[config.mk]
export PLATFORM = sky130hd
export DESIGN_NAME = ahb_decoder
export DESIGN_NICKNAME = d
export VERILOG_FILES = /design/src/hdl/ahb_pkg.sv /design/src/hdl/ahb_decoder.sv
export SDC_FILE = /design/constraint.sdc
export NUM_CORES = 1
export LEC_CHECK = 0
export ABC_AREA = 1
export ABC_CLOCK_PERIOD_IN_PS = 3200
export BUFFER_PORTS_ARGS = -buffer_cell sky130_fd_sc_hd__buf_2
export CORE_AREA = 2 2 64 66
export CTS_CLUSTER_DIAMETER = 150
export DETAILED_ROUTE_END_ITERATION = 8
export DIE_AREA = 0 0 66 68
export GPL_TIMING_DRIVEN = 0
export PLACE_DENSITY = 0.72
export SYNTH_ARGS = -nofsm -noshare
export SYNTH_HDL_FRONTEND = slang
export SYNTH_SLANG_ARGS = --single-unit
[constraint.sdc]
create_clock -name hclk_i -period 3.2 [get_ports hclk_i]
set_input_delay 0.8 -clock hclk_i [delete_from_list [all_inputs] [get_ports hclk_i]]
set_output_delay 0.8 -clock hclk_i [all_outputs]
set_load 0.01 [all_outputs]
[src/hdl/ahb_pkg.sv]
/*
 * AHB-Lite bus fabric definitions
 * widths, transfer and timer register encodings, master request and
 * response structs, and the fixed slave address map
 */

package ahb_pkg;

   ///////////////////////////////
   // widths
   ///////////////////////////////

   typedef logic [31:0] haddr_t;
   typedef logic [31:0] hdata_t;

   ///////////////////////////////
   // encodings
   ///////////////////////////////

   typedef enum logic [1:0] {
      IDLE   = 2'b00,
      BUSY   = 2'b01,
      NONSEQ = 2'b10,
      SEQ    = 2'b11
   } htrans_e;

   typedef enum logic [1:0] {
      SLV_RAM   = 2'd0,
      SLV_TIMER = 2'd1,
      SLV_NONE  = 2'd2
   } slave_e;

   // timer register index, haddr[3:2]
   typedef enum logic [1:0] {
      REG_CTRL   = 2'd0, // bit 0 enable
      REG_CMP    = 2'd1, // compare value
      REG_COUNT  = 2'd2, // read only
      REG_STATUS = 2'd3  // bit 0 irq pending, write 1 to clear
   } timer_reg_e;

   ///////////////////////////////
   // bus structs
   ///////////////////////////////

   typedef struct packed {
      htrans_e htrans; // address phase
      haddr_t  haddr;
      logic    hwrite;
      hdata_t  hwdata; // data phase
   } ahb_req_t;

   typedef struct packed {
      hdata_t hrdata;
      logic   hready;
   } ahb_rsp_t;

   // slave map, match when (haddr & mask) == base
   localparam haddr_t RAM_BASE   = 32'h2000_0000;
   localparam haddr_t RAM_MASK   = 32'hE000_0000;
   localparam haddr_t TIMER_BASE = 32'h4000_0400;
   localparam haddr_t TIMER_MASK = 32'hFFFF_FFC0;

endpackage
[src/hdl/ahb_decoder.sv]
/*
 * AHB-Lite address decoder
 * mask/base match into slave selects, plus the read-data
 * multiplexer driven by the slave of the current data phase
 */

`timescale 1ns/1ps

module ahb_decoder (
   input  logic              hclk_i,
   input  logic              arst_n_i,
   input  ahb_pkg::ahb_req_t bus_req_i,
   input  ahb_pkg::hdata_t   ram_rdata_i,
   input  ahb_pkg::hdata_t   timer_rdata_i,
   output logic              ram_sel_o,
   output logic              timer_sel_o,
   output ahb_pkg::hdata_t   bus_rdata_o
);

   logic             nonseq;
   ahb_pkg::slave_e  addr_slave; // target of the address phase
   ahb_pkg::slave_e  dp_slave;   // target of the data phase

   assign nonseq = (bus_req_i.htrans == ahb_pkg::NONSEQ);

   ///////////////////////////////
   // address match
   ///////////////////////////////

   always_comb begin
      if ((bus_req_i.haddr & ahb_pkg::RAM_MASK) == ahb_pkg::RAM_BASE) begin
         addr_slave = ahb_pkg::SLV_RAM;
      end else if ((bus_req_i.haddr & ahb_pkg::TIMER_MASK) == ahb_pkg::TIMER_BASE) begin
         addr_slave = ahb_pkg::SLV_TIMER;
      end else begin
         addr_slave = ahb_pkg::SLV_NONE; // unmapped, reads zero
      end
   end

   assign ram_sel_o   = nonseq && (addr_slave == ahb_pkg::SLV_RAM);
   assign timer_sel_o = nonseq && (addr_slave == ahb_pkg::SLV_TIMER);

   always_ff @(posedge hclk_i or negedge arst_n_i) begin
      if (!arst_n_i) begin
         dp_slave <= ahb_pkg::SLV_NONE;
      end else begin
         dp_slave <= nonseq ? addr_slave : ahb_pkg::SLV_NONE;
      end
   end

   ///////////////////////////////
   // read mux
   ///////////////////////////////

   always_comb begin
      case (dp_slave)
         ahb_pkg::SLV_RAM:   bus_rdata_o = ram_rdata_i;
         ahb_pkg::SLV_TIMER: bus_rdata_o = timer_rdata_i;
         default:            bus_rdata_o = '0;
      endcase
   end

endmodule

==> parameters.txt <==
Parameter                              Value

Run status
  Status ... finished clean

Floorplan
  Core Area ... 3860 µm²
  Floorplan row count ... 23
  I/O pin total ... 167
  Die height ... 68 µm
  Starting density of the core ... a little over a fifth
  Die boundary width ... ~66 µm
  Full die area ... 4490 µm²

Finish
  Fraction of layout cells with a size suffix above 1 ... around three fifths
  Post-layout nets ... ~400
  N_diodes ... 0
  Area Overhead vs Synth ... 92.2%
  Largest registers ranked by flip-flop count ... dp_slave (2)
  Top reg by flops ... dp_slave
  Max reg flops ... 2

GRT
  Vias in the first global route ... 1125
  Antenna violations before repair ... 0
  Congestion Overflow GR ... 0
  Pin count of the biggest net entering global routing ... 11
  Global-route wire length before repair ... between 4 and 5 mm
  All-layer global routing usage ... 12.6%

Detailed routing
  Post-detailed-route via-to-cell ratio ... 4.16
  WL final ... 3.09 mm
  DRC viols ... 0
  Count of vias placed by the detailed router ... around 1300
  Average wire per standard cell ... between 9 and 10 µm
  Violation count after the first detailed-route iteration ... 24
  First-pass DRT Iterations ... 2
  Remaining antenna violation count after routing ... 0

Clock tree
  Clock buffer depth ... 2
  TritonCTS clock tree ... built
  Clock buffers created by TritonCTS ... 3
  Number of hold buffers added after CTS ... 0
  TritonCTS sink count ... 2
  PostCTS Resize Cnt ... 0
  Clock transition time at the flip-flop clock pins of the worst setup and hold paths ... 0.03 ns
  H-Tree Level Count ... 1
  Master cell of the clock root buffer ... clkbuf_8
  Total setup buffers inserted after CTS ... 0

Worst setup path
  Data required time at the worst endpoint ... about 2.4 ns
  Crit path max-delay cell type ... buf_2
  Largest incremental delay on the critical path ... between 0.1 and 0.15 ns
  Type of the worst setup path ... in -> out
  Critical Path AT ... approximately 1.5 ns
  Cell type with the highest occurrence count on the critical path ... nor2_1
  Critical path capture point type ... output port
  Critical-path maximum fanout ... 2
  Type of element launching the critical path ... primary input
  Cell breakdown of the critical path ... buf_2 > nor2_1 > nand2_1 > nor2_1 > nand2_1 > nor2_1 > buf_2

Yosys
  Ys Warns ... 0
  Most used standard cell by instance count after synthesis ... inv_1
  Net count of the mapped netlist ... around 280
  Yosys top cell area share ... approximately a third
  Gate count after technology mapping ... approximately 140
  Flip-flop and latch count after synthesis ... 2
  Count of flip-flops with a built-in enable after synthesis ... 0
  List of most frequent post-synthesis cells ... 36 x inv_1, 32 x nand3_1, 30 x o21ai_2
  Share of the yosys chip area belonging to registers ... 6.37%
  Top post-synthesis cells by area ... o21ai_2 33%, nand3_1 20%, inv_1 17%
  Proportion of synthesized flip-flops having asynchronous set or reset ... 100%
  Number of distinct library cells after synthesis ... 14
  Summed instance area of the synthesized netlist ... just over 800 µm²
  Main flop type after synthesis ... dfstp_2
  Mean Syn Cell Area ... 5.63 µm²
  Cell taking the most area after synthesis ... o21ai_2

STA
  Worst relative slew slack ... 70.7%
  Hold_ws ... about 0.36 ns
  Setup repair after global routing missed its margin ... false
  Fin crit period ... 2.26 ns
  Setup violations, final ... 0
  FMAX ... 443 MHz
  Portion of the clock cycle consumed by the worst path in the final layout ... ~70%
  Sum of negative setup slack ... 0 ns
  Number of pins with negative max-slew slack in the final report ... 0
  Tightest Pin Transition ... 0.439 ns
  Hold Vio Cnt, Final ... 0

Placed design
  Number of input and output port buffers inserted ... between 100 and 150
  Placed wire-length estimate after detailed placement ... between 2 and 3 mm
  Gp weighted congestion ... 0.714

Power and ir drop
  Power Dens Cells ... around 140 nW/µm²
  Peak ir drop on the vdd network ... about 0.095 mV
  P_leak ... 0.989 nW
  Overall power of the completed layout ... around 0.22 mW

Job
  # Max-Cap Violations ... 0

Min path
  Worst hold path type ... in -> async
area by class of cell:
type / count / area [µm²]
Buffer: 10 / 61.3
Clock buffer: 4 / 45.0
Fill cell: 434 / 2310
Inverter: 36 / 135
Multi-Input combinational cell: 95 / 558
Sequential cell: 2 / 51.3
Tap cell: 50 / 62.6
Timing Repair Buffer: 127 / 636
kinds of logic after synthesis:
group | share of synthesized area [%]
AO/OA/AOI/OAI | 33.9
buffers and inverters | 24.4
flip-flops | 6.37
AND/OR/NAND/NOR | 35.4
routing by layer:
metal  track usage [%]  wire length (µm)
met5                 0                 0
met4              4.34                19
met3              2.96               303
met2              23.7              1600
met1              13.8              1170
report_power, final:
group / switching (mW) / internal (mW) / leakage (nW)
clock network: 0.0211 / 0.0846 / 0.0228
logic: 0.0373 / 0.0514 / 0.942
registers: 0.000111 / 0.0259 / 0.0245
through the flow:
stage	util [%]	setup slack (ns)	cell area (µm²)	cells
global route	40.2	0.790	1550	324
floorplan	-	1.09	806	143
detailed placement	39.0	0.917	1500	320
finish	40.2	0.944	1550	324
CTS	40.2	0.917	1550	324
global placement	39.0	0.906	1500	320
worst max-delay path: cells and delay by family:
kind                   cells  cell delay (ns)
AND/OR/NAND/NOR            5             0.42
buffers and inverters      2             0.22
cell usage in the layout (no fill, tap or decap):
master	n
dfstp_2	1
inv_1	36
clkbuf_2	1
clkbuf_1	7
nand2_1	10
nand3_1	32
nor3_1	1
o21ai_2	30
dfrtp_1	1
buf_2	127
buf_6	3
or2_4	1
nor4_1	1
nor2_1	18
o21ai_0	2
clkbuf_8	3
path summary, 6_finish.rpt:
check | start | endpoint | slack [ns] | cells past startpoint
worst max-delay path | bus_req_i[58] | timer_sel_o | 0.94 | 7
worst min-delay path | arst_n_i | dp_slave[0]$_DFF_PN0_ | 0.36 | 1
max in group asynchronous | arst_n_i | dp_slave[1]$_DFF_PN1_ | 2.65 | 1
min in group hclk_i | bus_req_i[65] | dp_slave[1]$_DFF_PN1_ | 0.88 | 3
Power figures use the tool's default switching activity.
