<file path="src/hdl/ahb_pkg.sv">
/*
 * AHB-Lite bus fabric definitions
 * widths, transfer and timer register encodings, master request and
 * response structs, and the fixed slave address map
 */

package ahb_pkg;

   ///////////////////////////////
   // widths
   ///////////////////////////////

   typedef logic [31:0] haddr_t;
   typedef logic [31:0] hdata_t;

   ///////////////////////////////
   // encodings
   ///////////////////////////////

   typedef enum logic [1:0] {
      IDLE   = 2'b00,
      BUSY   = 2'b01,
      NONSEQ = 2'b10,
      SEQ    = 2'b11
   } htrans_e;

   typedef enum logic [1:0] {
      SLV_RAM   = 2'd0,
      SLV_TIMER = 2'd1,
      SLV_NONE  = 2'd2
   } slave_e;

   // timer register index, haddr[3:2]
   typedef enum logic [1:0] {
      REG_CTRL   = 2'd0, // bit 0 enable
      REG_CMP    = 2'd1, // compare value
      REG_COUNT  = 2'd2, // read only
      REG_STATUS = 2'd3  // bit 0 irq pending, write 1 to clear
   } timer_reg_e;

   ///////////////////////////////
   // bus structs
   ///////////////////////////////

   typedef struct packed {
      htrans_e htrans; // address phase
      haddr_t  haddr;
      logic    hwrite;
      hdata_t  hwdata; // data phase
   } ahb_req_t;

   typedef struct packed {
      hdata_t hrdata;
      logic   hready;
   } ahb_rsp_t;

   // slave map, match when (haddr & mask) == base
   localparam haddr_t RAM_BASE   = 32'h2000_0000;
   localparam haddr_t RAM_MASK   = 32'hE000_0000;
   localparam haddr_t TIMER_BASE = 32'h4000_0400;
   localparam haddr_t TIMER_MASK = 32'hFFFF_FFC0;

endpackage
</file>
<file path="src/hdl/ahb_arbiter.sv">
/*
 * Two-master AHB-Lite arbiter, fixed priority
 * master 0 wins the address phase whenever it presents NONSEQ;
 * the data-phase owner is tracked to steer hwdata and hrdata
 */

`timescale 1ns/1ps

module ahb_arbiter (
   input  logic              hclk_i,
   input  logic              arst_n_i,
   input  ahb_pkg::ahb_req_t m0_req_i,
   input  ahb_pkg::ahb_req_t m1_req_i,
   input  ahb_pkg::hdata_t   bus_rdata_i,
   output ahb_pkg::ahb_req_t bus_req_o,
   output ahb_pkg::ahb_rsp_t m0_rsp_o,
   output ahb_pkg::ahb_rsp_t m1_rsp_o
);

   typedef enum logic [1:0] {
      OWN_NONE = 2'd0,
      OWN_M0   = 2'd1,
      OWN_M1   = 2'd2
   } owner_e;

   logic   m0_nonseq;
   logic   m1_nonseq;
   logic   grant_m0;
   owner_e dp_owner; // who owns the data phase now

   assign m0_nonseq = (m0_req_i.htrans == ahb_pkg::NONSEQ);
   assign m1_nonseq = (m1_req_i.htrans == ahb_pkg::NONSEQ);
   assign grant_m0  = m0_nonseq;

   ///////////////////////////////
   // address phase
   ///////////////////////////////

   assign bus_req_o.htrans = grant_m0 ? m0_req_i.htrans : m1_req_i.htrans;
   assign bus_req_o.haddr  = grant_m0 ? m0_req_i.haddr  : m1_req_i.haddr;
   assign bus_req_o.hwrite = grant_m0 ? m0_req_i.hwrite : m1_req_i.hwrite;

   // stall only a NONSEQ that lost the bus
   assign m0_rsp_o.hready = grant_m0 | ~m0_nonseq;
   assign m1_rsp_o.hready = ~grant_m0 | ~m1_nonseq;

   always_ff @(posedge hclk_i or negedge arst_n_i) begin
      if (!arst_n_i) begin
         dp_owner <= OWN_NONE;
      end else if (m0_nonseq) begin
         dp_owner <= OWN_M0;
      end else if (m1_nonseq) begin
         dp_owner <= OWN_M1;
      end else begin
         dp_owner <= OWN_NONE;
      end
   end

   ///////////////////////////////
   // data phase
   ///////////////////////////////

   assign bus_req_o.hwdata = (dp_owner == OWN_M0) ? m0_req_i.hwdata :
                             (dp_owner == OWN_M1) ? m1_req_i.hwdata : '0;

   assign m0_rsp_o.hrdata = (dp_owner == OWN_M0) ? bus_rdata_i : '0;
   assign m1_rsp_o.hrdata = (dp_owner == OWN_M1) ? bus_rdata_i : '0;

endmodule

</file>
<file path="config.mk">
export PLATFORM = sky130hd
export DESIGN_NAME = ahb_arbiter
export DESIGN_NICKNAME = d
export VERILOG_FILES = /design/src/hdl/ahb_pkg.sv /design/src/hdl/ahb_arbiter.sv
export SDC_FILE = /design/constraint.sdc
export NUM_CORES = 1
export LEC_CHECK = 0
export BUFFER_PORTS_ARGS = -buffer_cell sky130_fd_sc_hd__buf_2
export CAP_MARGIN = 20
export CORE_AREA = 3 3 114 116
export CTS_CLUSTER_DIAMETER = 40
export DETAILED_ROUTE_END_ITERATION = 10
export DIE_AREA = 0 0 117 119
export PLACE_DENSITY = 0.47
export RECOVER_POWER = 50
export SLEW_MARGIN = 15
export SYNTH_ARGS = -nofsm -noshare
export SYNTH_HDL_FRONTEND = slang
export SYNTH_SLANG_ARGS = --single-unit
</file>
<file path="constraint.sdc">
create_clock -name hclk_i -period 4 [get_ports hclk_i]
set_clock_uncertainty 0.15 [all_clocks]
set_input_delay 0.8 -clock hclk_i [delete_from_list [all_inputs] [get_ports hclk_i]]
set_output_delay 0.8 -clock hclk_i [all_outputs]
set_load 0.1 [all_outputs]
</file>
==> impl_metrics.py <==
metrics = {
    "routing": {
        "firstDrtPassIters": 4,
        "detail_route.wl_per_cell_microns": 14.2,
        "drt_iter0_markers": 37,
        "drtAntennaViolNets": 0,
        "vias_per_cell": 3.95,
        "drc": 0,
        "wl_microns": 8390,
        "dr_total_vias": 2335,
    },
    "placed_design": {
        "dpl_cell_area_sq_um": 2950,
        "gp_congestion": 0.778,
        "numPortBuffers": 299,
        "post-dp-hpwl_microns": 7440,
        "dpl_worst_slack_ns": 0.765,
    },
    "final_layout": {
        "area_delta_synth_final_pct": 121,
        "n_antenna_cell": 0,
        "drive_gt1_share_pct": 76.8,
        "nets": 614,
        "reg.largest.list": "dp_owner (2)",
        "postLayoutCellArea_sq_um": 3020,
        "largest_reg_flops": 2,
        "max_flop_register": "dp_owner",
    },
    "global_route": {
        "grt_antenna_before_repair": 0,
        "overflow": 0,
        "grt_pass1_vias": 2253,
        "grt_pass1_wl_microns": 11500,
        "grt_start_max_net_pins": 65,
        "grt.total_usage_pct": 10.4,
    },
    "critical_path": {
        "cp_common_cell": "clkbuf_2",
        "worstSetupPathType": "register to output pin",
        "critPathTopFamily": "buffers and inverters",
        "crit_required_ns": 3.05,
        "startpoint_type": "register",
        "critPathBufInv": 2,
        "path_cells": "nor2b_4 > clkbuf_2 > a22o_1 > clkbuf_2",
        "cp_max_fo": 64,
        "cp.arrival_ns": 2.33,
        "slowest_stage": "clkbuf_2",
        "max_stage_delay_ns": 0.80,
        "worstSetupEndpointType": "output pin",
    },
    "pwr": {
        "p_total_uw": 968,
        "switchingPower_uw": 654,
        "ir_worst_vdd_uv": 209,
        "p_sw_share_pct": 67.6,
        "cellPowerDensity_nw_per_um2": 321,
        "power_frac_seq_pct": 2.3,
        "p_clk_share_pct": 15.4,
        "internal_power_uw": 314,
        "combPwrFrac_pct": 82.3,
        "p_leak_uw": 0.00187,
    },
    "sta": {
        "worst_slack_ns": 0.722,
        "finalCritPeriodShare_pct": 81.9,
        "slew_headroom_pct": 26.3,
        "hold_viol_final": 0,
        "max_slew.worst_pin.slew_ns": 1.10,
        "tns_ns": 0,
        "final_max_slew_viol_count": 0,
        "rsz0062_at_grt": "no",
        "fmax_mhz": 305,
        "finalCriticalPeriod_ns": 3.28,
        "final-setup-viol-count": 0,
    },
    "clocking": {
        "cts.sinks": 2,
        "cts-buffers-inserted": 3,
        "holdBufCountCts": 0,
        "clk_pin_slew_ns": 0.03,
        "cts_resized": 0,
        "clockBufferDepth": 2,
        "clockRootBuffer": "clkbuf_16",
        "cts_tree": "done",
        "post_cts_buffers": 0,
        "htreeDepth": 1,
    },
    "logic_synthesis": {
        "synth_top_flop_cell": "dfrtp_1",
        "synth.top_cell.area_share_pct": 29.3,
        "synth_nets": 326,
        "synth.distinct_cells": 16,
        "syn-instance-count": 158,
        "synth_area_sq_um": 1370,
        "async_flop_share_pct": 100,
        "synth_edf_count": 0,
        "synth_top_cell_by_area": "and2_1",
        "avgSynthCellArea_sq_um": 8.65,
        "synthTopCellsByArea": "and2_1 29%, a22o_1 21%, mux2_4 16%",
        "yosysSeqAreaShare_pct": 3.66,
        "synth.most_common_cell": "and2_1",
        "ys_warn_count": 0,
        "synth_common_cells": "64 x and2_1, 32 x a22o_1, 18 x mux2_2",
        "synth-seq-cells": 2,
    },
    "die": {
        "initial_core_util_pct": 11.4,
        "rows": 40,
        "die_w_microns": 117,
        "coreArea_sq_um": 12000,
        "die_h_microns": 119,
        "die-area_sq_um": 13900,
        "io_pins": 301,
    },
    "run_status": {
        "outcome": "completed",
    },
    "hold_path": {
        "hp-class": "primary input to async pin",
    },
    "run": {
        "cap_violations": 0,
    },
}
power by group through the flow:
stage	Combinational, uW	Sequential, uW	Clock (uW)
final	797	22.5	149
after global routing	825	22.6	154
after CTS	802	22.5	151
after detailed placement	800	22.7	0
after global placement	798	22.7	0
after floorplan	646	22.0	0
routing by layer:
layer / vias to the layer above / global-route usage, % / routed length, microns / part of all wire (%)
met1: 1021 / 11.6 / 3140 / 37
li1: 1126 / - / - / -
met5: - / 0 / 0 / 0
met2: 186 / 20.5 / 4330 / 52
met3: 2 / 1.73 / 877 / 10
met4: 0 / 1.08 / 44 / 0.52
layout by cell type (no fill, tap or decap):
cell       netlist  layout
mux2_4          15      15
clkbuf_16        0       3
dfrtp_1          2       2
mux2_2          18      18
or2_2            1       1
nor2b_4          1       3
and2_1          64      64
nand3b_1         1       1
a22o_1          32      32
clkbuf_1         0       1
nor2b_1          3       1
nor3b_1          1       1
buf_12           1       1
buf_2            5     276
conb_1           1       1
clkbuf_2         3      24
metrics by stage:
| stage | instances | utilization, % | hold WS (ns) |
|---|---|---|---|
| CTS | 591 | 25.2 | 0.208 |
| detailed placement | 588 | 24.5 | 0.437 |
| global route | 591 | 25.1 | 0.222 |
| floorplan | 158 | - | 0.354 |
| finish | 591 | 25.1 | 0.210 |
| global placement | 588 | 24.5 | 0.436 |
final cells by class:
type	instances	area [sq um]
Clock buffer	3	75.1
Fill cell	1322	9000
Multi-Input combinational cell	137	1180
Sequential cell	2	50.0
Tap cell	147	184
Timing Repair Buffer	302	1530
path summary, 6_finish.rpt:
check | startpoint | end | slack [ns] | cells after the start
setup / recovery | dp_owner[0] | bus_req_o[25] | 0.72 | 4
hold / removal | arst_n_i | dp_owner[1] | 0.21 | 1
max in group asynchronous | arst_n_i | dp_owner[0] | 3.36 | 1
min in group hclk_i | m1_req_i[65] | dp_owner[1] | 0.61 | 2
cell families (layout without fill, tap and decap cells):
kind of cell	count (synthesis)	in the layout	synth area share, %
and+or+nand+nor	71	71	33.2
muxes	33	33	31.3
AOI/OAI and AO/OA	32	32	20.5
buffers and inverters	19	305	11.0
DFF	2	2	3.66
other	1	1	0.274
Note: power is estimated with default switching activity, not from simulation.
