`src/hdl/ahb_pkg.sv`:
```
/*
 * AHB-Lite bus fabric definitions
 * widths, transfer and timer register encodings, master request and
 * response structs, and the fixed slave address map
 */

package ahb_pkg;

   ///////////////////////////////
   // widths
   ///////////////////////////////

   typedef logic [31:0] haddr_t;
   typedef logic [31:0] hdata_t;

   ///////////////////////////////
   // encodings
   ///////////////////////////////

   typedef enum logic [1:0] {
      IDLE   = 2'b00,
      BUSY   = 2'b01,
      NONSEQ = 2'b10,
      SEQ    = 2'b11
   } htrans_e;

   typedef enum logic [1:0] {
      SLV_RAM   = 2'd0,
      SLV_TIMER = 2'd1,
      SLV_NONE  = 2'd2
   } slave_e;

   // timer register index, haddr[3:2]
   typedef enum logic [1:0] {
      REG_CTRL   = 2'd0, // bit 0 enable
      REG_CMP    = 2'd1, // compare value
      REG_COUNT  = 2'd2, // read only
      REG_STATUS = 2'd3  // bit 0 irq pending, write 1 to clear
   } timer_reg_e;

   ///////////////////////////////
   // bus structs
   ///////////////////////////////

   typedef struct packed {
      htrans_e htrans; // address phase
      haddr_t  haddr;
      logic    hwrite;
      hdata_t  hwdata; // data phase
   } ahb_req_t;

   typedef struct packed {
      hdata_t hrdata;
      logic   hready;
   } ahb_rsp_t;

   // slave map, match when (haddr & mask) == base
   localparam haddr_t RAM_BASE   = 32'h2000_0000;
   localparam haddr_t RAM_MASK   = 32'hE000_0000;
   localparam haddr_t TIMER_BASE = 32'h4000_0400;
   localparam haddr_t TIMER_MASK = 32'hFFFF_FFC0;

endpackage
```
`src/hdl/ahb_timer.sv`:
```
/*
 * AHB-Lite compare-match timer
 * counter runs while enabled, wraps to zero on compare match and
 * sets a pending bit that drives the interrupt line
 */

`timescale 1ns/1ps

module ahb_timer (
   input  logic              hclk_i,
   input  logic              arst_n_i,
   input  logic              sel_i,
   input  ahb_pkg::ahb_req_t bus_req_i,
   output ahb_pkg::hdata_t   rdata_o,
   output logic              irq_o
);

   ahb_pkg::timer_reg_e dp_reg; // register of the data phase
   logic                dp_valid;
   logic                dp_write;
   logic                enable;
   ahb_pkg::hdata_t     cmp;
   ahb_pkg::hdata_t     count;
   logic                pending;

   always_ff @(posedge hclk_i or negedge arst_n_i) begin
      if (!arst_n_i) begin
         dp_valid <= 1'b0;
         dp_write <= 1'b0;
      end else begin
         dp_valid <= sel_i;
         dp_write <= sel_i & bus_req_i.hwrite;
      end
   end

   always_ff @(posedge hclk_i) begin
      if (sel_i) dp_reg <= ahb_pkg::timer_reg_e'(bus_req_i.haddr[3:2]);
   end

   ///////////////////////////////
   // registers and counter
   ///////////////////////////////

   always_ff @(posedge hclk_i or negedge arst_n_i) begin
      if (!arst_n_i) begin
         enable  <= 1'b0;
         cmp     <= '0;
         count   <= '0;
         pending <= 1'b0;
      end else begin
         if (dp_write) begin
            case (dp_reg)
               ahb_pkg::REG_CTRL:   enable <= bus_req_i.hwdata[0];
               ahb_pkg::REG_CMP:    cmp    <= bus_req_i.hwdata;
               ahb_pkg::REG_STATUS: if (bus_req_i.hwdata[0]) pending <= 1'b0;
               default: ; // count is read only
            endcase
         end
         if (enable) begin
            if (count == cmp) begin
               count   <= '0;
               pending <= 1'b1; // a new match beats a clear
            end else begin
               count <= count + 1'b1;
            end
         end
      end
   end

   always_comb begin
      case (dp_reg)
         ahb_pkg::REG_CTRL:   rdata_o = {31'b0, enable};
         ahb_pkg::REG_CMP:    rdata_o = cmp;
         ahb_pkg::REG_COUNT:  rdata_o = count;
         default:             rdata_o = {31'b0, pending};
      endcase
      if (!dp_valid) rdata_o = '0;
   end

   assign irq_o = pending;

endmodule

```
`config.mk`:
```
export PLATFORM = sky130hd
export DESIGN_NAME = ahb_timer
export DESIGN_NICKNAME = d
export VERILOG_FILES = /design/src/hdl/ahb_pkg.sv /design/src/hdl/ahb_timer.sv
export SDC_FILE = /design/constraint.sdc
export NUM_CORES = 1
export LEC_CHECK = 0
export BUFFER_PORTS_ARGS = -buffer_cell sky130_fd_sc_hd__buf_2
export CAP_MARGIN = 5
export CORE_MARGIN = 2
export CORE_UTILIZATION = 54
export CTS_BUF_LIST = sky130_fd_sc_hd__clkbuf_2 sky130_fd_sc_hd__clkbuf_4 sky130_fd_sc_hd__clkbuf_8
export CTS_CLUSTER_DIAMETER = 120
export DETAILED_ROUTE_END_ITERATION = 10
export HOLD_SLACK_MARGIN = 0.12
export PLACE_DENSITY_LB_ADDON = 0.2
export SETUP_SLACK_MARGIN = 0.1
export SLEW_MARGIN = 20
export SYNTH_ARGS = -nofsm -noshare
export SYNTH_HDL_FRONTEND = slang
export SYNTH_SLANG_ARGS = --single-unit
```
`constraint.sdc`:
```
create_clock -name hclk_i -period 2.85 [get_ports hclk_i]
set_input_delay 0 -clock hclk_i [delete_from_list [all_inputs] [get_ports hclk_i]]
set_output_delay 0 -clock hclk_i [all_outputs]
set_load 0.02 [all_outputs]
```
==> results of run 1 <==
-- worst paths after layout --
check | startpoint | endpoint | slack, ns | depth (start not counted)
max | count[15] | count[11] | 0.61 | 6
min | arst_n_i | cmp[4] | 0.19 | 2
max reg2reg | count[15] | count[11] | 0.61 | 6
min reg2reg | irq_o | irq_o | 0.53 | 1
max in group asynchronous | arst_n_i | count[30] | 2.05 | 3
min in group hclk_i | sel_i | dp_valid | 0.36 | 2
-- layout make-up --
type / count / area, um2 / share of cell area, %
flip-flops and latches: 70 / 1760 / 36.6
clock inverters: 2 / 10.0 / 0.208
clock buffers: 12 / 159 / 3.30
repair buffers: 115 / 796 / 16.5
well taps: 96 / 120 / 2.50
multi-input cells: 272 / 1960 / 40.8
inverters: 1 / 3.75 / 0.0780
-- metal layers --
metal	vias to the layer above	track usage, %	share of wire (%)
li1	1494	-	-
met1	1513	33.9	44
met2	84	40.2	50
met3	16	3.82	4.0
met4	0	11.2	2.2
met5	-	0	0
-- worst reg2reg max path: cells and delay by family, from the launching register on --
kind	cells	cell delay (ns)
and+or+nand+nor	4	1.28
DFF	1	0.44
buffers and inverters	1	0.23
xor gates and xnor gates	1	0.18
-- through the flow --
step           cell area, um2  worst slack (ns)  std cells  total power [uW]  hold slack, ns
2_1_floorplan            3880              1.21        369              1750          -0.296
3_3_place_gp             4270             0.684        517              1920           0.153
3_5_place_dp             4270             0.577        517              1950           0.159
4_1_cts                  4810             0.575        568              2710           0.336
5_1_grt                  4810             0.412        568              2830           0.255
6_report                 4810             0.610        568              2700           0.186
-- cells by family (layout without fill, tap and decap cells) --
family / count (synthesis) / count (layout) / share of synthesized area [%]
AND/OR/NAND/NOR: 139 / 139 / 19.3
multiplexers: 36 / 36 / 10.7
AO/OA/AOI/OAI: 38 / 38 / 7.00
buffers and inverters: 27 / 130 / 4.19
flip-flops: 70 / 70 / 45.4
adder cells (fa/ha/maj): 1 / 1 / 0.322
XOR/XNOR: 58 / 58 / 13.1
-- synthesized netlist by cell type (2+ instances only) --
library cell  instances  area, um2
buf_2                 6       30.0
nand3_1              17       85.1
nor2b_1              33        206
o21ai_0               4       20.0
clkbuf_1             12       45.0
xnor2_1               3       26.3
and3_1                8       50.1
mux2i_1               2       20.0
nand2_1              14       52.6
a22oi_1              31        233
mux2_2               33        372
buf_6                 7       78.8
nor4_1               13       81.3
dfrtp_1              68       1700
nor2_1               33        124
edfxtp_1              2       60.1
xor2_1               55        482
nand4_1              12       75.1
and2_1                2       12.5
nor3_1                5       25.0
-- power by group through the flow --
stage	clock [uW]	combinational (uW)	sequential, uW
after global placement	0	561	1360
after floorplan	0	451	1300
final	728	619	1350
after global routing	774	678	1380
after detailed placement	0	582	1370
after CTS	737	622	1350
==> impl_metrics.tcl, run 1 <==
set metrics [dict create \
    clk_latency_ns 0.35 \
    async_reset_ff_share_pct 97.1 \
    vias_per_cell 5.47 \
    gp_congestion 0.923 \
    filler_cell_count 552 \
    outcome "complete, no violations" \
    area_growth_pct 24.0 \
    drv_cap 0 \
    vdd_drop_max_mv 0.388 \
    power_density_mw_per_mm2 561 \
    drc 0 \
    grt_first_pass_wirelength_um 14800 \
    cts_buffers 9 \
    drive_above_1_share_pct 27.5 \
    overflow 0 \
    diodes 0 \
    yosysWarnings 0 \
    fin_util_pct 70.0 \
    antenna_found_initial 0 \
    synth_cells 369 \
    p_leak_uw 0.00226 \
    hpwlAfterDp_um 6300 \
    arrival_ns 2.48 \
    ios 103 \
    final_common_cell "buf_2" \
    clk_pin_slew_ns 0.08 \
    hold_violations 0 \
    syn_nets 440 \
    tns_ns 0 \
    period_share_pct 78.6 \
    fmax_ghz 0.446 \
    tritoncts "yes" \
    synth-edff-count 2 \
    ys_ff_latch 70 \
    die_h_um 88.8 \
    firstDrtPassIters 4 \
    min_path_type "input pin to asynchronous set/reset pin" \
    internal-power_uw 1840 \
    ctsHoldBuffers 37 \
    core.rowCount 30 \
    finalCriticalPeriod_ns 2.24 \
    grt_usage_pct 25.1 \
    tightest_slew_ns 0.876 \
    worstPathCellList "xor2_1, nor4_1, nand4_1, nor3_4, buf_12, nor2_1" \
    cpMaxStageDelayCell "nor3_4" \
    cts_num_sinks 70 \
    end_kind "flop" \
    htree_levels 3 \
    io_buffers 70 \
    vias 3107 \
    routedWlPerCell_um 16.4 \
    path_class "flop to flop" \
    grt_pass1_vias 3057 \
    core-area_mm2 0.00687 \
    antenna_left 0 \
    syn_area_per_cell_um2 10.5 \
    combPwrFrac_pct 22.9 \
    drv_slew 0 \
    start_util_pct 56.5 \
    drt_wl_total_um 9310 \
    ctsResizeCount 0 \
    syn-cell-area_mm2 0.00388 \
    seq_power_share_pct 50.1 \
    grt_start_max_net_pins 44 \
    cts_buffer_depth 2 \
    synth_ff_type "dfrtp_1" \
    die_area_mm2 0.00788 \
    nets 540 \
    cp_max_fo 24 \
    required_ns 3.09 \
    ys_types 29 \
    p_sw_share_pct 31.9 \
    cpPeakStageDelay_ns 0.47 \
    fp.dieW_um 88.8 \
    fin_skew_ns 0.00730 \
    cp-start-kind "flop" \
    crit_buf_inv 1 \
    drt-initial-drc-count 169 \
    setup-violations-final 0 \
    cts_setup_buffers 0 \
    clockRootBuffer "clkbuf_8" \
    slew_headroom_pct 41.6 \
    rsz0062_at_grt "no" \
    synth.yosys.seq_area_share_pct 45.4 \
    pwr-share-clk_pct 27.0 \
    p_switching_uw 860 \
    critical-path-top-delay-family "simple AND/OR/NAND/NOR gates" \
    final_cell_mix "buf_2 (69), dfrtp_1 (68), xor2_1 (55), dlygate4sd3_1 (37)" \
]
(Power assumes the default switching activity.)
==> run 2, diff against run 1 <==
==> constraint.sdc (replaced) <==
create_clock -name hclk_i -period 2.2 [get_ports hclk_i]
set_input_delay 0 -clock hclk_i [delete_from_list [all_inputs] [get_ports hclk_i]]
set_output_delay 0 -clock hclk_i [all_outputs]
set_load 0.02 [all_outputs]
==> impl_metrics.tcl, run 2 (synthesis results as in run 1) <==
set metrics [dict create \
    drt-initial-drc-count 175 \
    drive_above_1_share_pct 30.9 \
    antenna_found_initial 0 \
    tns_ns 0 \
    vdd_drop_max_mv 0.490 \
    pre_cts_ws_ns 0.218 \
    overflow 0 \
    final_cell_mix "buf_2 (70), dfrtp_1 (68), xor2_1 (55), dlygate4sd3_1 (37)" \
    power_density_mw_per_mm2 717 \
    required_ns 2.44 \
    fp.dieW_um 88.8 \
    vias_per_cell 5.37 \
    cts_buffers 9 \
    place_area_mm2 0.00441 \
    fin_area_mm2 0.00498 \
    grt_first_pass_wirelength_um 14800 \
    vias 3157 \
    rsz0062_at_grt "yes" \
    tightest_slew_ns 0.801 \
    antenna_left 0 \
    drv_slew 0 \
    dp.cells 536 \
    fmax_ghz 0.502 \
    clk_pin_slew_ns 0.07 \
    fin_ws_ns 0.207 \
    clockRootBuffer "clkbuf_8" \
    cts_buffer_depth 2 \
    outcome "complete, no violations" \
    fin_skew_ns 0.00816 \
    die_area_mm2 0.00788 \
    min_path_type "input pin to asynchronous set/reset pin" \
    firstDrtPassIters 4 \
    cp_max_fo 13 \
    diodes 0 \
    core.rowCount 30 \
    hpwlAfterDp_um 6160 \
    nets 559 \
    slew_headroom_pct 46.6 \
    period_share_pct 90.6 \
    finalCriticalPeriod_ns 1.99 \
    cp-start-kind "flop" \
    htree_levels 3 \
    grt_pass1_vias 3048 \
    cts_num_sinks 70 \
    gp_congestion 0.913 \
    routedWlPerCell_um 15.6 \
    cts_setup_buffers 0 \
    die_h_um 88.8 \
    drt_wl_total_um 9180 \
    p_leak_uw 0.00237 \
    arrival_ns 2.23 \
    start_util_pct 56.5 \
    final_common_cell "buf_2" \
    path_class "flop to flop" \
    drv_cap 0 \
    fin_util_pct 72.5 \
    drc 0 \
    grt_usage_pct 24.9 \
    hold_violations 0 \
    end_kind "flop" \
    tritoncts "yes" \
    clk_latency_ns 0.35 \
    io_buffers 70 \
    grt_start_max_net_pins 48 \
    core-area_mm2 0.00687 \
    ios 103 \
    instances_no_fill 588 \
    area_growth_pct 28.3 \
    setup-violations-final 0 \
]
## run 2: cell types whose count changed in the layout (fill, tap and decap cells not counted), sizes merged
cell	previous run	this run
clkinv	2	1
buf	78	97
clkbuf	12	14
## run 2: worst max-delay path, stage by stage, from the launching register on
cell	delay [ns]
dfrtp_1	0.45
xor2_1	0.18
nor4_1	0.41
nand4_1	0.28
nor3_4	0.26
buf_4	0.22
nor2_1	0.08
## run 2: final cells by class
| class | count | area (um2) |
|---|---|---|
| multi-input combinational | 272 | 1970 |
| fill | 512 | 1890 |
| sequential | 70 | 1760 |
| timing repair buffer | 134 | 936 |
| clock buffer | 14 | 180 |
| tap | 96 | 120 |
| clock inverter | 1 | 5.00 |
| inverter | 1 | 3.75 |
## run 2: timing repair
item                                    in CTS  in global routing
endpoints found under the hold margin      108                  0
gates resized for setup                      0                  2
hold buffers                                37                  0
endpoints found under the setup margin       0                 26
## run 2: worst paths after layout
kind | start | end | slack [ns] | cells past startpoint
worst max register to register | count[0] | count[10] | 0.21 | 6
worst min register to register | irq_o | irq_o | 0.54 | 1
worst min-delay path | arst_n_i | cmp[11] | 0.16 | 2
min in group hclk_i | sel_i | dp_valid | 0.34 | 2
worst max-delay path | count[0] | count[10] | 0.21 | 6
max in group asynchronous | arst_n_i | count[0] | 1.40 | 3
## run 2: per-layer routing
layer	global-route usage [%]	share of wire [%]	wire (um)	vias up
met5	0	0	0	-
li1	-	-	-	1530
met3	4.66	4.6	418	11
met1	32.7	44	4000	1542
met2	40.7	50	4620	74
met4	10.3	1.6	144	0
## run 2: power breakdown
| group | switching (uW) | total (uW) | internal [uW] |
|---|---|---|---|
| combinational | 420 | 863 | 443 |
| clock | 461 | 981 | 520 |
| sequential | 229 | 1730 | 1500 |
| total | 1110 | 3570 | 2460 |
## run 2: per-stage QoR
stage | hold WS [ns] | power (uW)
finish | 0.162 | 3570
global route | 0.202 | 3780
CTS | 0.175 | 3590
detailed placement | 0.0160 | 2550
global placement | 0.00912 | 2520
floorplan | -0.296 | 2270
==> run 3, diff against run 2 <==
--- a/config.mk
+++ b/config.mk
@@ -6,13 +6,13 @@
 export NUM_CORES = 1
 export LEC_CHECK = 0
 export BUFFER_PORTS_ARGS = -buffer_cell sky130_fd_sc_hd__buf_2
-export CAP_MARGIN = 5
+export CAP_MARGIN = 20
 export CORE_MARGIN = 2
 export CORE_UTILIZATION = 54
 export CTS_BUF_LIST = sky130_fd_sc_hd__clkbuf_2 sky130_fd_sc_hd__clkbuf_4 sky130_fd_sc_hd__clkbuf_8
 export CTS_CLUSTER_DIAMETER = 120
 export DETAILED_ROUTE_END_ITERATION = 10
-export HOLD_SLACK_MARGIN = 0.12
+export HOLD_SLACK_MARGIN = 0.08
 export PLACE_DENSITY_LB_ADDON = 0.2
 export SETUP_SLACK_MARGIN = 0.1
 export SLEW_MARGIN = 20
==> constraint.sdc (replaced) <==
create_clock -name hclk_i -period 2.2 [get_ports hclk_i]
set_input_delay 0 -clock hclk_i [delete_from_list [all_inputs] [get_ports hclk_i]]
set_output_delay 0 -clock hclk_i [all_outputs]
set_load 0.05 [all_outputs]
==> impl_metrics.tcl, run 3 (synthesis results as in run 1) <==
set metrics [dict create \
    drc 0 \
    fin_util_pct 72.7 \
    area_growth_pct 28.8 \
    filler_cell_count 518 \
    diodes 0 \
    gp_congestion 0.902 \
    path_class "flop to flop" \
    power_density_mw_per_mm2 738 \
    clk_pin_slew_ns 0.07 \
    regToRegStartpoint "count[2]" \
    drv_cap 0 \
    drv_slew 0 \
    p_leak_uw 0.00238 \
    grt_start_max_net_pins 48 \
    r2r-end "count[16]" \
    nets 560 \
    setup-violations-final 0 \
    p_sw_share_pct 33.3 \
    cts_num_sinks 70 \
    cp_max_fo 13 \
    finalCriticalPeriod_ns 1.97 \
    die_h_um 88.8 \
    drive_above_1_share_pct 31.2 \
    cts_buffer_depth 2 \
    core.rowCount 30 \
    drt_wl_total_um 8970 \
    antenna_left 0 \
    crit_end "count[16]" \
    outcome "complete, no violations" \
    rrSetupSlack_ns 0.23 \
    min_path_type "input pin to asynchronous set/reset pin" \
    fp.dieW_um 88.8 \
    clockRootBuffer "clkbuf_8" \
    internal-power_uw 2460 \
    pwr-share-clk_pct 27.1 \
    hold_violations 0 \
    cpPeakStageDelay_ns 0.46 \
    io_buffers 70 \
    tns_ns 0 \
    grt_first_pass_wirelength_um 14600 \
    routedWlPerCell_um 15.2 \
    crit_start "count[2]" \
    cp-start-kind "flop" \
    final_common_cell "buf_2" \
    tightest_slew_ns 0.561 \
    reg2reg_depth 6 \
    slew_headroom_pct 62.3 \
    htree_levels 3 \
    tritoncts "yes" \
    firstDrtPassIters 5 \
    end_kind "flop" \
    drt-initial-drc-count 165 \
    vias_per_cell 5.28 \
    fin_skew_ns 0.00660 \
    fmax_ghz 0.508 \
    antenna_found_initial 0 \
    hpwlAfterDp_um 6340 \
    p_switching_uw 1230 \
    vdd_drop_max_mv 0.551 \
    grt_usage_pct 24.5 \
    die_area_mm2 0.00788 \
    rsz0062_at_grt "no" \
    period_share_pct 89.5 \
    vias 3116 \
    clk_latency_ns 0.35 \
    required_ns 2.43 \
    cts_buffers 9 \
    arrival_ns 2.20 \
    final_cell_mix "buf_2 (70), dfrtp_1 (68), xor2_1 (55), dlygate4sd3_1 (37)" \
    core-area_mm2 0.00687 \
    overflow 0 \
    seq_power_share_pct 46.6 \
    cpMaxStageDelayCell "dfrtp_1" \
    start_util_pct 56.5 \
    combPwrFrac_pct 26.3 \
    grt_pass1_vias 3077 \
    ios 103 \
    worstPathCellList "xor2_1, nor4_1, nand4_1, nor3_4, buf_4, nor2_1" \
]
-- run 3: how the worst min path moves through the flow --
stage,from,endpoint,slack (ns),depth (start not counted)
2_1_floorplan,arst_n_i,cmp[0],-0.30,0
3_3_place_gp,arst_n_i,cmp[11],0.008,1
3_5_place_dp,arst_n_i,cmp[11],0.01,1
4_1_cts,arst_n_i,cmp[11],0.17,2
5_1_grt,arst_n_i,cmp[11],0.21,2
6_report,arst_n_i,cmp[11],0.16,2
-- run 3: area by class of cell --
cell class,instances,area (um2),area share (%)
clock buffer,9,124,2.48
timing repair buffer,135,943,18.9
sequential,70,1760,35.3
multi-input combinational,272,1980,39.6
tap,96,120,2.40
inverter,1,3.75,0.0751
clock inverter,7,65.1,1.30
-- run 3: timing repair --
item / in CTS / in global routing
setup buffers: 0 / 0
hold buffers: 37 / 0
gates resized for setup: 0 / 3
endpoints found under the setup margin: 0 / 24
endpoints found under the hold margin: 63 / 0
-- run 3: metal layers --
metal	track usage (%)	wire, um	vias to the layer above
li1	-	-	1534
met1	31.9	3950	1494
met2	40.7	4450	76
met3	6.06	462	12
met4	7.02	104	0
met5	0	0	-
-- run 3: worst max-delay path: cells and delay by family, from the launching register on --
family	cells	cell delay (ns)
flip-flops	1	0.46
AND/OR/NAND/NOR	4	0.94
XOR/XNOR	1	0.24
buffers and inverters	1	0.22
-- run 3: power by group through the flow --
| stage | sequential (uW) | combinational [uW] | clock (uW) |
|---|---|---|---|
| after floorplan | 1680 | 676 | 0 |
| after global placement | 1730 | 880 | 0 |
| after detailed placement | 1740 | 899 | 0 |
| after CTS | 1720 | 956 | 1030 |
| after global routing | 1750 | 1050 | 1090 |
| final | 1720 | 969 | 1000 |
-- run 3: through the flow --
step           setup WS, ns  total power [uW]  instance area, um2  instances  hold slack (ns)
6_report              0.231              3690                5000        590            0.160
5_1_grt               0.109              3890                5000        590            0.208
4_1_cts               0.193              3700                4980        590            0.174
3_5_place_dp          0.228              2640                4420        537           0.0139
3_3_place_gp          0.237              2610                4420        537          0.00810
2_1_floorplan         0.362              2360                3880        369           -0.296
